[src/serial_pkg.sv]
package serial_pkg;

   ////////////////////
   // widths
   ////////////////////
   localparam int WORD_W = 32;
   localparam int REG_N  = 8;
   localparam int APB_AW = 5;

   typedef logic [WORD_W-1:0] word_t;    // data word.
   typedef logic [2:0]        reg_idx_t; // register file index.
   typedef logic [4:0]        cnt_t;     // serial bit position.
   typedef logic [3:0]        op_code_t; // command opcode.

   localparam cnt_t CNT_LAST = 5'd31;    // last bit of a pass.

   // opcodes, 8 to 15 are reserved and trap.
   localparam op_code_t OP_ADD = 4'd0;
   localparam op_code_t OP_SUB = 4'd1;
   localparam op_code_t OP_AND = 4'd2;
   localparam op_code_t OP_OR  = 4'd3;
   localparam op_code_t OP_XOR = 4'd4;
   localparam op_code_t OP_SLT = 4'd5;  // signed, result 0 or 1.
   localparam op_code_t OP_SLL = 4'd6;
   localparam op_code_t OP_SRL = 4'd7;

   typedef enum logic [1:0] {
      ST_IDLE,
      ST_INIT,
      ST_RUN,
      ST_TRAP
   } ctl_state_t;

   typedef struct packed {
      op_code_t op;
      reg_idx_t rd;
      reg_idx_t rs1;
      reg_idx_t rs2;
   } cmd_t;

   // sequencer to alu and register file.
   typedef struct packed {
      cnt_t cnt;
      logic init;   // first stage pass.
      logic run;    // result pass.
      logic cnt_en;
      logic first;  // bit 0 of a pass.
      logic rd_en;  // write the result bit.
   } seq_ctl_t;

   ////////////////////
   // register map
   ////////////////////
   localparam logic [APB_AW-1:0] ADDR_CMD    = 5'h00;
   localparam logic [APB_AW-1:0] ADDR_STATUS = 5'h04;
   localparam logic [APB_AW-1:0] ADDR_CTRL   = 5'h08;
   localparam logic [APB_AW-1:0] ADDR_IDX    = 5'h0C;
   localparam logic [APB_AW-1:0] ADDR_DATA   = 5'h10;

endpackage

[src/serial_state.sv]
`timescale 1ns/1ps

module serial_state (
   input  logic                 i_clk,
   input  logic                 i_rst,
   input  logic                 i_start,
   input  serial_pkg::cmd_t     i_cmd,
   input  logic                 i_sh_ready,
   output serial_pkg::seq_ctl_t o_ctl,
   output logic                 o_busy,
   output logic                 o_done,
   output logic                 o_trap
);

   serial_pkg::ctl_state_t state;
   serial_pkg::cnt_t       cnt;
   logic                   cnt_done;           // high on the last bit of a pass.
   logic                   stage_two_pending;  // init pass finished, run still to come.
   logic                   cnt_en;
   logic                   reserved_op;
   logic                   two_stage_op;

   assign reserved_op = i_cmd.op[3];  // 8 to 15.

   // slt needs the init pass for the compare, shifts for buffer and shamt.
   assign two_stage_op = (i_cmd.op == serial_pkg::OP_SLT) |
                         (i_cmd.op == serial_pkg::OP_SLL) |
                         (i_cmd.op == serial_pkg::OP_SRL);

   assign cnt_en = (state != serial_pkg::ST_IDLE);

   ////////////////////
   // control to datapath
   ////////////////////
   assign o_ctl.cnt    = cnt;
   assign o_ctl.init   = (state == serial_pkg::ST_INIT);
   assign o_ctl.run    = (state == serial_pkg::ST_RUN);
   assign o_ctl.cnt_en = cnt_en;
   assign o_ctl.first  = cnt_en & (cnt == '0);

   // only the run pass writes, so trap and init never touch rd.
   assign o_ctl.rd_en  = (state == serial_pkg::ST_RUN) & (i_cmd.rd != '0);

   // busy covers the hold cycle between passes and the final strobe.
   assign o_busy = cnt_en | stage_two_pending | o_done | o_trap;

   always_ff @(posedge i_clk) begin
      if (i_rst) begin
         state             <= serial_pkg::ST_IDLE;
         cnt               <= '0;
         cnt_done          <= 1'b0;
         stage_two_pending <= 1'b0;
         o_done            <= 1'b0;
         o_trap            <= 1'b0;
      end else begin
         cnt <= cnt + {4'd0, cnt_en};  // wraps to 0 at the end of a pass.

         // strobe built one cycle early from the counter.
         cnt_done <= cnt_en & (cnt == serial_pkg::CNT_LAST - 5'd1);

         o_done <= cnt_done & (state == serial_pkg::ST_RUN);
         o_trap <= cnt_done & (state == serial_pkg::ST_TRAP);

         if (cnt_en)
            stage_two_pending <= (state == serial_pkg::ST_INIT);

         case (state)
            serial_pkg::ST_IDLE: begin
               if (i_start) begin
                  if (reserved_op)
                     state <= serial_pkg::ST_TRAP;
                  else if (two_stage_op & !stage_two_pending)
                     state <= serial_pkg::ST_INIT;
                  else
                     state <= serial_pkg::ST_RUN;
               end else if (stage_two_pending & i_sh_ready) begin
                  state <= serial_pkg::ST_RUN;  // second stage after the hold cycle.
               end
            end
            default: begin
               if (cnt_done)
                  state <= serial_pkg::ST_IDLE;
            end
         endcase
      end
   end

endmodule

[src/serial_alu.sv]
`timescale 1ns/1ps

module serial_alu (
   input  logic                 i_clk,
   input  logic                 i_rst,
   input  serial_pkg::seq_ctl_t i_ctl,
   input  serial_pkg::op_code_t i_op,
   input  logic                 i_rs1_bit,
   input  logic                 i_rs2_bit,
   output logic                 o_rd_bit,
   output logic                 o_sh_ready
);

   logic              is_sub;
   logic              op_b;
   logic              carry_q;
   logic              carry_in;
   logic              sum_bit;
   logic              carry_out;
   logic              last_bit;
   logic              lt_bit;
   logic              cmp_q;
   logic              slt_bit;
   serial_pkg::word_t sh_buf;
   serial_pkg::cnt_t  shamt;
   logic [5:0]        sll_pos;
   logic [5:0]        srl_pos;
   logic              sh_bit;

   ////////////////////
   // adder
   ////////////////////
   assign is_sub   = (i_op == serial_pkg::OP_SUB) | (i_op == serial_pkg::OP_SLT);
   assign op_b     = i_rs2_bit ^ is_sub;                  // invert rs2 to subtract.
   assign carry_in = i_ctl.first ? is_sub : carry_q;      // preset for the +1.
   assign sum_bit  = i_rs1_bit ^ op_b ^ carry_in;
   assign carry_out = (i_rs1_bit & op_b) | (i_rs1_bit & carry_in) | (op_b & carry_in);

   assign last_bit = (i_ctl.cnt == serial_pkg::CNT_LAST);

   // signed less than from the final borrow and the two sign bits.
   assign lt_bit  = ~carry_out ^ i_rs1_bit ^ i_rs2_bit;
   assign slt_bit = i_ctl.first & cmp_q;  // only bit 0 of the result is set.

   always_ff @(posedge i_clk) begin
      if (i_rst) begin
         carry_q    <= 1'b0;
         cmp_q      <= 1'b0;
         o_sh_ready <= 1'b0;
      end else begin
         if (i_ctl.cnt_en)
            carry_q <= carry_out;
         if (i_ctl.init & last_bit)
            cmp_q <= lt_bit;  // held over to the run pass.
         if (i_ctl.init & last_bit)
            o_sh_ready <= 1'b1;
         else if (i_ctl.run)
            o_sh_ready <= 1'b0;
      end
   end

   ////////////////////
   // shifter
   ////////////////////
   always_ff @(posedge i_clk) begin
      if (i_ctl.init) begin
         sh_buf <= {i_rs1_bit, sh_buf[serial_pkg::WORD_W-1:1]};  // lsb first.
         if (i_ctl.cnt < 5'd5)
            shamt[i_ctl.cnt[2:0]] <= i_rs2_bit;
      end
   end

   // bit 5 set means the source position falls outside the word.
   assign sll_pos = {1'b0, i_ctl.cnt} - {1'b0, shamt};
   assign srl_pos = {1'b0, i_ctl.cnt} + {1'b0, shamt};

   assign sh_bit = (i_op == serial_pkg::OP_SLL) ? (~sll_pos[5] & sh_buf[sll_pos[4:0]]) :
                                                   (~srl_pos[5] & sh_buf[srl_pos[4:0]]);

   always_comb begin
      case (i_op)
         serial_pkg::OP_ADD,
         serial_pkg::OP_SUB: o_rd_bit = sum_bit;
         serial_pkg::OP_AND: o_rd_bit = i_rs1_bit & i_rs2_bit;
         serial_pkg::OP_OR:  o_rd_bit = i_rs1_bit | i_rs2_bit;
         serial_pkg::OP_XOR: o_rd_bit = i_rs1_bit ^ i_rs2_bit;
         serial_pkg::OP_SLT: o_rd_bit = slt_bit;
         serial_pkg::OP_SLL,
         serial_pkg::OP_SRL: o_rd_bit = sh_bit;
         default:            o_rd_bit = 1'b0;
      endcase
   end

endmodule

[src/serial_rf.sv]
`timescale 1ns/1ps

module serial_rf (
   input  logic                 i_clk,
   input  logic                 i_rst,
   input  serial_pkg::seq_ctl_t i_ctl,
   input  serial_pkg::reg_idx_t i_rs1,
   input  serial_pkg::reg_idx_t i_rs2,
   input  serial_pkg::reg_idx_t i_rd,
   input  logic                 i_rd_bit,
   output logic                 o_rs1_bit,
   output logic                 o_rs2_bit,
   input  serial_pkg::reg_idx_t i_host_idx,
   input  logic                 i_host_we,
   input  serial_pkg::word_t    i_host_wdata,
   output serial_pkg::word_t    o_host_rdata
);

   serial_pkg::word_t regs [serial_pkg::REG_N];
   logic              host_we;

   ////////////////////
   // serial ports
   ////////////////////
   // one bit per clock, the position follows the sequencer count.
   assign o_rs1_bit = regs[i_rs1][i_ctl.cnt];
   assign o_rs2_bit = regs[i_rs2][i_ctl.cnt];

   assign host_we = i_host_we & (i_host_idx != '0);  // entry 0 stays zero.

   always_ff @(posedge i_clk) begin
      if (i_rst) begin
         for (int i = 0; i < serial_pkg::REG_N; i++)
            regs[i] <= '0;
      end else begin
         // rd is written at the bit just read, so it may match a source.
         // the sequencer keeps rd_en low for register 0.
         if (i_ctl.rd_en)
            regs[i_rd][i_ctl.cnt] <= i_rd_bit;
         if (host_we)
            regs[i_host_idx] <= i_host_wdata;  // whole word.
      end
   end

   ////////////////////
   // host port
   ////////////////////
   assign o_host_rdata = regs[i_host_idx];

endmodule

[src/serial_apb_regs.sv]
`timescale 1ns/1ps

module serial_apb_regs (
   input  logic                          i_clk,
   input  logic                          i_rst,
   input  logic                          i_psel,
   input  logic                          i_penable,
   input  logic                          i_pwrite,
   input  logic [serial_pkg::APB_AW-1:0] i_paddr,
   input  serial_pkg::word_t             i_pwdata,
   output serial_pkg::word_t             o_prdata,
   output logic                          o_pslverr,
   output logic                          o_irq,
   output logic                          o_start,
   output serial_pkg::cmd_t              o_cmd,
   input  logic                          i_busy,
   input  logic                          i_done,
   input  logic                          i_trap,
   output serial_pkg::reg_idx_t          o_host_idx,
   output logic                          o_host_we,
   output serial_pkg::word_t             o_host_wdata,
   input  serial_pkg::word_t             i_host_rdata
);

   logic             access;
   logic             hit_cmd;
   logic             hit_status;
   logic             hit_ctrl;
   logic             hit_idx;
   logic             hit_data;
   logic             unmapped;
   logic             busy_any;
   logic             wr_ok;
   logic             irq_en;
   logic             done_flag;
   logic             trap_flag;
   serial_pkg::cmd_t wr_cmd;

   ////////////////////
   // decode
   ////////////////////
   assign access     = i_psel & i_penable;  // zero wait, done in the access phase.
   assign hit_cmd    = (i_paddr == serial_pkg::ADDR_CMD);
   assign hit_status = (i_paddr == serial_pkg::ADDR_STATUS);
   assign hit_ctrl   = (i_paddr == serial_pkg::ADDR_CTRL);
   assign hit_idx    = (i_paddr == serial_pkg::ADDR_IDX);
   assign hit_data   = (i_paddr == serial_pkg::ADDR_DATA);
   assign unmapped   = ~(hit_cmd | hit_status | hit_ctrl | hit_idx | hit_data);

   assign busy_any = i_busy | o_start;  // covers the start cycle too.

   assign o_pslverr = access & (unmapped | (hit_cmd & i_pwrite & busy_any) |
                                (hit_data & busy_any));

   assign wr_ok = access & i_pwrite & ~o_pslverr;

   assign wr_cmd.op  = i_pwdata[3:0];
   assign wr_cmd.rd  = i_pwdata[6:4];
   assign wr_cmd.rs1 = i_pwdata[10:8];
   assign wr_cmd.rs2 = i_pwdata[14:12];

   assign o_host_we    = wr_ok & hit_data;
   assign o_host_wdata = i_pwdata;

   assign o_irq = done_flag & irq_en;

   always_ff @(posedge i_clk) begin
      if (i_rst) begin
         o_start    <= 1'b0;
         o_cmd      <= '0;
         o_host_idx <= '0;
         irq_en     <= 1'b0;
         done_flag  <= 1'b0;
         trap_flag  <= 1'b0;
      end else begin
         o_start <= wr_ok & hit_cmd;  // one cycle pulse.
         if (wr_ok & hit_cmd)
            o_cmd <= wr_cmd;
         if (wr_ok & hit_ctrl)
            irq_en <= i_pwdata[0];
         if (wr_ok & hit_idx)
            o_host_idx <= i_pwdata[2:0];

         // write one to clear, a new pulse wins.
         if (wr_ok & hit_status & i_pwdata[1])
            done_flag <= 1'b0;
         if (i_done)
            done_flag <= 1'b1;
         if (wr_ok & hit_status & i_pwdata[2])
            trap_flag <= 1'b0;
         if (i_trap)
            trap_flag <= 1'b1;
      end
   end

   ////////////////////
   // read data
   ////////////////////
   always_comb begin
      o_prdata = '0;
      if (access & ~i_pwrite) begin
         case (i_paddr)
            serial_pkg::ADDR_CMD: begin
               o_prdata[3:0]   = o_cmd.op;
               o_prdata[6:4]   = o_cmd.rd;
               o_prdata[10:8]  = o_cmd.rs1;
               o_prdata[14:12] = o_cmd.rs2;
            end
            serial_pkg::ADDR_STATUS: o_prdata[2:0] = {trap_flag, done_flag, busy_any};
            serial_pkg::ADDR_CTRL:   o_prdata[0]   = irq_en;
            serial_pkg::ADDR_IDX:    o_prdata[2:0] = o_host_idx;
            serial_pkg::ADDR_DATA:   if (~busy_any) o_prdata = i_host_rdata;
            default:                 o_prdata = '0;
         endcase
      end
   end

endmodule

[src/serial_unit_top.sv]
`timescale 1ns/1ps

module serial_unit_top (
   input  logic                          i_clk,
   input  logic                          i_rst,
   input  logic                          i_psel,
   input  logic                          i_penable,
   input  logic                          i_pwrite,
   input  logic [serial_pkg::APB_AW-1:0] i_paddr,
   input  serial_pkg::word_t             i_pwdata,
   output serial_pkg::word_t             o_prdata,
   output logic                          o_pslverr,
   output logic                          o_irq
);

   logic                 start;
   serial_pkg::cmd_t     cmd;
   logic                 busy;
   logic                 done;
   logic                 trap;
   serial_pkg::seq_ctl_t ctl;
   logic                 sh_ready;
   logic                 rs1_bit;
   logic                 rs2_bit;
   logic                 rd_bit;
   serial_pkg::reg_idx_t host_idx;
   logic                 host_we;
   serial_pkg::word_t    host_wdata;
   serial_pkg::word_t    host_rdata;

   serial_apb_regs i_serial_apb_regs (
      .i_clk        (i_clk),
      .i_rst        (i_rst),
      .i_psel       (i_psel),
      .i_penable    (i_penable),
      .i_pwrite     (i_pwrite),
      .i_paddr      (i_paddr),
      .i_pwdata     (i_pwdata),
      .o_prdata     (o_prdata),
      .o_pslverr    (o_pslverr),
      .o_irq        (o_irq),
      .o_start      (start),
      .o_cmd        (cmd),
      .i_busy       (busy),
      .i_done       (done),
      .i_trap       (trap),
      .o_host_idx   (host_idx),
      .o_host_we    (host_we),
      .o_host_wdata (host_wdata),
      .i_host_rdata (host_rdata)
   );

   serial_state i_serial_state (
      .i_clk      (i_clk),
      .i_rst      (i_rst),
      .i_start    (start),
      .i_cmd      (cmd),
      .i_sh_ready (sh_ready),
      .o_ctl      (ctl),
      .o_busy     (busy),
      .o_done     (done),
      .o_trap     (trap)
   );

   // the alu sits next to the sequencer that steers it.
   serial_alu i_serial_alu (
      .i_clk      (i_clk),
      .i_rst      (i_rst),
      .i_ctl      (ctl),
      .i_op       (cmd.op),
      .i_rs1_bit  (rs1_bit),
      .i_rs2_bit  (rs2_bit),
      .o_rd_bit   (rd_bit),
      .o_sh_ready (sh_ready)
   );

   serial_rf i_serial_rf (
      .i_clk        (i_clk),
      .i_rst        (i_rst),
      .i_ctl        (ctl),
      .i_rs1        (cmd.rs1),
      .i_rs2        (cmd.rs2),
      .i_rd         (cmd.rd),
      .i_rd_bit     (rd_bit),
      .o_rs1_bit    (rs1_bit),
      .o_rs2_bit    (rs2_bit),
      .i_host_idx   (host_idx),
      .i_host_we    (host_we),
      .i_host_wdata (host_wdata),
      .o_host_rdata (host_rdata)
   );

endmodule

[config.mk]
export PLATFORM = sky130hd
export DESIGN_NAME = serial_unit_top
export DESIGN_NICKNAME = d
export VERILOG_FILES = /design/src/serial_pkg.sv /design/src/serial_state.sv /design/src/serial_alu.sv /design/src/serial_rf.sv /design/src/serial_apb_regs.sv /design/src/serial_unit_top.sv
export SDC_FILE = /design/constraint.sdc
export NUM_CORES = 1
export LEC_CHECK = 0
export BUFFER_PORTS_ARGS = -buffer_cell sky130_fd_sc_hd__buf_2
export CORE_ASPECT_RATIO = 1.25
export CORE_MARGIN = 3
export CORE_UTILIZATION = 35
export CTS_BUF_LIST = sky130_fd_sc_hd__clkbuf_8
export DETAILED_ROUTE_END_ITERATION = 6
export PLACE_DENSITY = 0.6
export SYNTH_ARGS = -nofsm -noshare
export SYNTH_HDL_FRONTEND = slang
export SYNTH_SLANG_ARGS = --single-unit
[constraint.sdc]
create_clock -name i_clk -period 4.9 [get_ports i_clk]
set_input_delay 0.245 -clock i_clk [delete_from_list [all_inputs] [get_ports i_clk]]
set_output_delay 0.245 -clock i_clk [all_outputs]
set_load 0.005 [all_outputs]
Yosys cells after proc, flatten, opt, wreduce, memory -nomap -nowiden
Memory sizes are Yosys's and may differ from the RTL's. A register that Yosys moved wholly into a read port is not among the register bits.
Cells that the tools add are included.
{ "totals": {"register_bits": 71, "ram_bits": 256, "in_bits": 42, "output_inout_bits": 34, "wordCells": 186, "n_memories": 1} }
{ "mem_list": {"columns": ["name", "depth", "word_bits", "read_ports", "rd_ports_with_merged_regs", "wr", "line", "text"], "rows": [
  ["i_serial_rf.regs", 8, 32, 3, 3, 8, "serial_rf.sv:19", "serial_pkg::word_t regs [serial_pkg::REG_N];"]
]} }
{ "op_classes": {"addsub": 3, "n_lt_le_gt_ge": 7, "eq_ne": 17, "muxes": 58, "n_bitwise": 60, "reduce_logical": 20} }
{ "ops": {"columns": ["cell", "n"], "rows": [
  ["2-to-1 mux 32 bit", 7],
  ["OR reduction 32 bit", 2],
  ["AND 1 bit", 32],
  ["2-to-1 mux 3 bit", 8],
  ["2-to-1 mux 1 bit", 23],
  ["binary-select mux 1 bit (select 5 bit)", 4],
  ["less-than comparator 5 x 6 -> 1 bit (second input constant)", 3],
  ["2-to-1 mux 17 bit", 1],
  ["equality test 4 x 3 -> 1 bit (second input constant)", 4],
  ["OR 1 bit", 16],
  ["equality test 5 bit (second input constant)", 3],
  ["2-to-1 mux 2 bit", 6],
  ["case mux 3 bit (2 select lines)", 2],
  ["equality test 5 x 4 -> 1 bit (second input constant)", 2],
  ["logical NOT 5 bit", 2],
  ["nonzero test 2 bit", 5],
  ["equality test 4 x 2 -> 1 bit (second input constant)", 2],
  ["case mux 2 bit (4 select lines)", 1],
  ["case mux 4 bit (2 select lines)", 1],
  ["adder 5 x 5 -> 6 bit", 1],
  ["inverter 1 bit", 6],
  ["case mux 1 bit (6 select lines)", 1],
  ["nonzero test 3 bit", 2],
  ["subtractor 5 x 5 -> 6 bit", 1],
  ["21 further kinds", 30]
]} }

Longest topological paths before layout
{ "depth": {"word_depth": 18, "ltp_mapped": 22, "depth_no_buf": 17} }

Cells and area by module
A second synthesis with hierarchy kept.
{ "unflattened": {"hier_cells": 2155, "hier_area_um2": 22785.6} }
{ "modules_own_cells": {"columns": ["module", "n_inst", "cells_per_inst", "area_each_um2", "seq_area_each_um2"], "rows": [
  ["serial_rf", 1, 1734, 18312.6, 7687.4],
  ["serial_alu", 1, 168, 2313.5, 1171.1],
  ["serial_apb_regs", 1, 204, 1666.6, 400.4],
  ["serial_state", 1, 49, 493.0, 220.2]
]} }

Worst setup path before layout
Ideal clock, no wire load.
{ "synth_path": {"kind": "reg-to-reg", "startpoint": "register with a tool-made name", "endpoint": "memory i_serial_rf.regs[1][19] in the netlist's numbering, data pin", "setup_time_ns": 0.129, "arrival_time_ns": 3.970, "required_time_ns": 4.771, "slack_ns": 0.801, "stages_incl_launch_ff": 19, "path_buffers": 3, "synth_period_minus_slack_ns": 4.099, "cell_sequence": "dfxtp_1 -> buf_2 -> buf_1 -> mux4_2 -> mux2_2 -> a221oi_1 -> nand2_1 -> nand4_1 -> o211ai_2 -> xnor2_1 -> fa_1 -> nor2_1 -> a21oi_1 -> nor2_1 -> a21oi_1 -> o21ai_1 -> clkbuf_1 -> o21a_1 -> o21a_1"} }
{ "synth_lines": {"columns": ["element", "line"], "rows": [
  ["to (decl)", "serial_rf.sv:19"]
]} }

==> impl_metrics.csv <==
group,metric,value,unit
logic_synthesis,yosys_warnings,0,
logic_synthesis,postSynthCellCount,2098,
setup_path,regToRegEndpoint,"i_serial_rf.regs[2][17]",
setup_path,startpoint_type,"register",
clock_network,clockRootBuffer,"clkbuf_8",
timing,max_freq,215,MHz
setup_path,worst-path-max-fanout,32,
clock_network,clkLatencyLatePin,0.70,ns
timing,drv_slew,0,
setup_path,arrival,5.08,ns
clock_network,numCtsBuffers,58,
logic_synthesis,ys_seq_area_share,41.6,%
timing,max-slew-margin-rel,13.4,%
logic_synthesis,ys_ff_latch,336,
job,max_cap_viol_count,0,
status,status,"finished, final reports clean",
setup_path,worstPathRequired,5.34,ns
final_layout,post-route-util,39.9,%
timing,skew,0.0491,ns
clock_network,cts_tree,"built",
setup_path,critPathSlowestCell,"inv_1",
drt,drt_iter0_markers,1568,
timing,setup-tns-final,0,ns
die,die_h,294,um
setup_path,endpoint_kind,"register",
final_layout,nets,2202,
drt,drc,0,
place,dp_hpwl,50000,um
die,core_area,0.0651,mm^2
timing,period_minus_slack,4.64,ns
timing,hold_ws,0.107,ns
grt,grt_antenna_before_repair,1,
logic_synthesis,synth_cell_types,63,
logic_synthesis,synthFlopType,"edfxtp_1",
drt,final_antenna_net_count,0,
clock_network,post_cts_buffers,0,
min_path,hold_start,"i_paddr[3]",
logic_synthesis,syn_avg_cell_area,11.1,um^2
setup_path,cp_num_buf_inv,5,
grt,gr-usage-all-layers,21.8,%
timing,tightestPinTransition,1.30,ns
final_layout,instances_no_fill,3040,
clock_network,cts_buffer_depth,3,
place,place_congestion,0.906,
drt,routed_via_density,5.95,
grt,grt_pass1_wl,116000,um
logic_synthesis,syn-cell-area,0.0232,mm^2
clock_network,htree_levels,2,
final_layout,drive_above_1_share,27.1,%
drt,wl_per_cell,25.4,um
setup_path,path_class,"reg2reg",
drt,dr.pass1.iters,5,
power,power,6420,uW
timing,finalHoldViolCount,0,
power,leakagePower,0.00845,uW
grt,grt_max_degree,131,
setup_path,reg2reg_depth,19,
die,initial_core_util,35.7,%
clock_network,cts.sinks,336,
die,die_area,0.0694,mm^2
logic_synthesis,synth_async_sr_flop_share,0,%
die,num_rows,104,
drt,vias,18100,
setup_path,cp_slowest_stage_delay,0.52,ns
setup_path,path_depth,19,
min_path,min_path_type,"in2reg",
place,dp_cells,2915,
setup_path,reg2reg_slack,0.26,ns
power,ir_drop,0.179,mV
setup_path,path_cells,"buf_4, inv_1, buf_4, mux2i_1, o2111ai_1, o211ai_1, o211ai_1, nor2_1, inv_1, ha_1, nor2_1, a21oi_1, a21oi_1, nor2_1, a21oi_1, o21ai_4, buf_12, o21a_1, o21a_1",
clock_network,clk_pin_slew_worst_paths,0.07,ns
setup_path,crit_end,"i_serial_rf.regs[2][17]",
grt,overflow,0,
drt,finalWirelength,77200,um
timing,rsz0062_at_grt,"false",
die,die_w,236,um
die,ios,76,
timing,finalCritPeriodShare,94.7,%
grt,grt_pass1_vias,18400,
final_layout,area_growth,11.8,%
logic_synthesis,synth-edff-count,293,
final_layout,num-fill-cells,6255,
timing,setup_viol,0,
setup_path,crit_family,"compound AO/OA/AOI/OAI gates",
power,power_density,247,mW/mm^2
place,port-buffer-count,75,
[cell usage after synthesis (all sizes together) (25+ instances only)]
cell type / count / area [um^2]
a21oi: 61 / 309
a22oi: 38 / 285
buf: 104 / 584
clkbuf: 113 / 424
dfxtp: 43 / 861
edfxtp: 293 / 8800
mux2i: 157 / 1570
mux4: 167 / 3760
nand2: 48 / 180
nand3: 25 / 125
nor2: 348 / 1320
o21a: 258 / 1940
or2: 232 / 1450
[stage by stage]
| stage | instance area (um^2) | setup slack [ns] |
|---|---|---|
| 2_1_floorplan | 23300 | 0.801 |
| 3_3_place_gp | 24600 | 0.195 |
| 3_5_place_dp | 24600 | 0.187 |
| 4_1_cts | 25900 | 0.190 |
| 5_1_grt | 25900 | 0.00000666 |
| 6_report | 25900 | 0.258 |
[final cells by class]
cell class / count / area [um^2] / area share, %
multi-input combinational: 1558 / 12600 / 48.7
sequential: 336 / 9680 / 37.3
timing repair buffer: 171 / 1340 / 5.18
tap: 848 / 1060 / 4.09
clock buffer: 63 / 867 / 3.34
clock inverter: 45 / 279 / 1.08
inverter: 18 / 67.6 / 0.260
antenna: 1 / 2.50 / 0.00965
[what timing repair did]
item / 4_1_cts / 5_1_grt
hold buffers: 16 / 0
endpoints found under the setup margin: 0 / 224
hold endpoints to repair: 30 / 0
resized for setup: 0 / 3
[worst min-delay path: stages]
cell and delay [ns]:
buf_2 0.20, nor3b_1 0.09, nand2_1 0.06, a21oi_1 0.06
nor2_1 0.07
[layer usage]
metal  global-route usage, %  wire (um)  share of wire [%]
met4                    11.9       4580                5.9
met3                    3.40       6070                7.9
met5                       0          0                  0
met1                    26.3      28900                 37
met2                    37.5      37600                 49
[how the worst min path moves through the flow]
stage,cells past startpoint,end,slack [ns]
final,5,i_serial_apb_regs.trap_flag,0.11
after global routing,5,i_serial_apb_regs.trap_flag,0.13
after CTS,5,i_serial_apb_regs.trap_flag,0.07
after detailed placement,2,i_serial_alu.o_sh_ready,0.46
after global placement,2,i_serial_alu.o_sh_ready,0.45
after floorplan,2,i_serial_apb_regs.irq_en,0.39
[power by group]
group          switching (uW)  internal (uW)
combinational             323            237
clock                    1260           1350
sequential               66.0           3190
[placed cells by master, fill, tap and decap left out, types with 17 or more instances in the layout]
cell type,instances
mux4_2,167
buf_2,74
conb_1,32
clkbuf_8,63
nor2_1,337
or2_2,152
a31oi_1,20
nand3_1,25
inv_1,39
a22oi_1,38
buf_4,64
mux2i_1,157
edfxtp_1,293
or2_1,80
nand2_1,48
nor3_1,17
a21oi_1,60
dfxtp_1,35
o21a_1,258
[kinds of logic (layout without fill, tap and decap cells)]
family          Yosys count  in the layout  synth area share [%]
fa+ha+maj                17             17                  1.01
xor+xnor                  9              9                 0.421
other cells               1             33                0.0162
mux                     328            328                  23.2
compound gates          444            444                  13.6
simple gates            728            728                  15.5
flops                   336            336                  41.6
buf+inv                 235            297                  4.64
[flip-flops by register name, summed over array words and instances, names as in the netlist, 2 cells and up, named ones only]
register / flops
i_serial_alu.sh_buf: 32
i_serial_alu.shamt: 5
i_serial_apb_regs.o_cmd: 13
i_serial_apb_regs.o_host_idx: 3
i_serial_rf.regs: 256
i_serial_state.cnt: 5
i_serial_state.state: 2
Note: power is estimated with default switching activity, not from simulation.
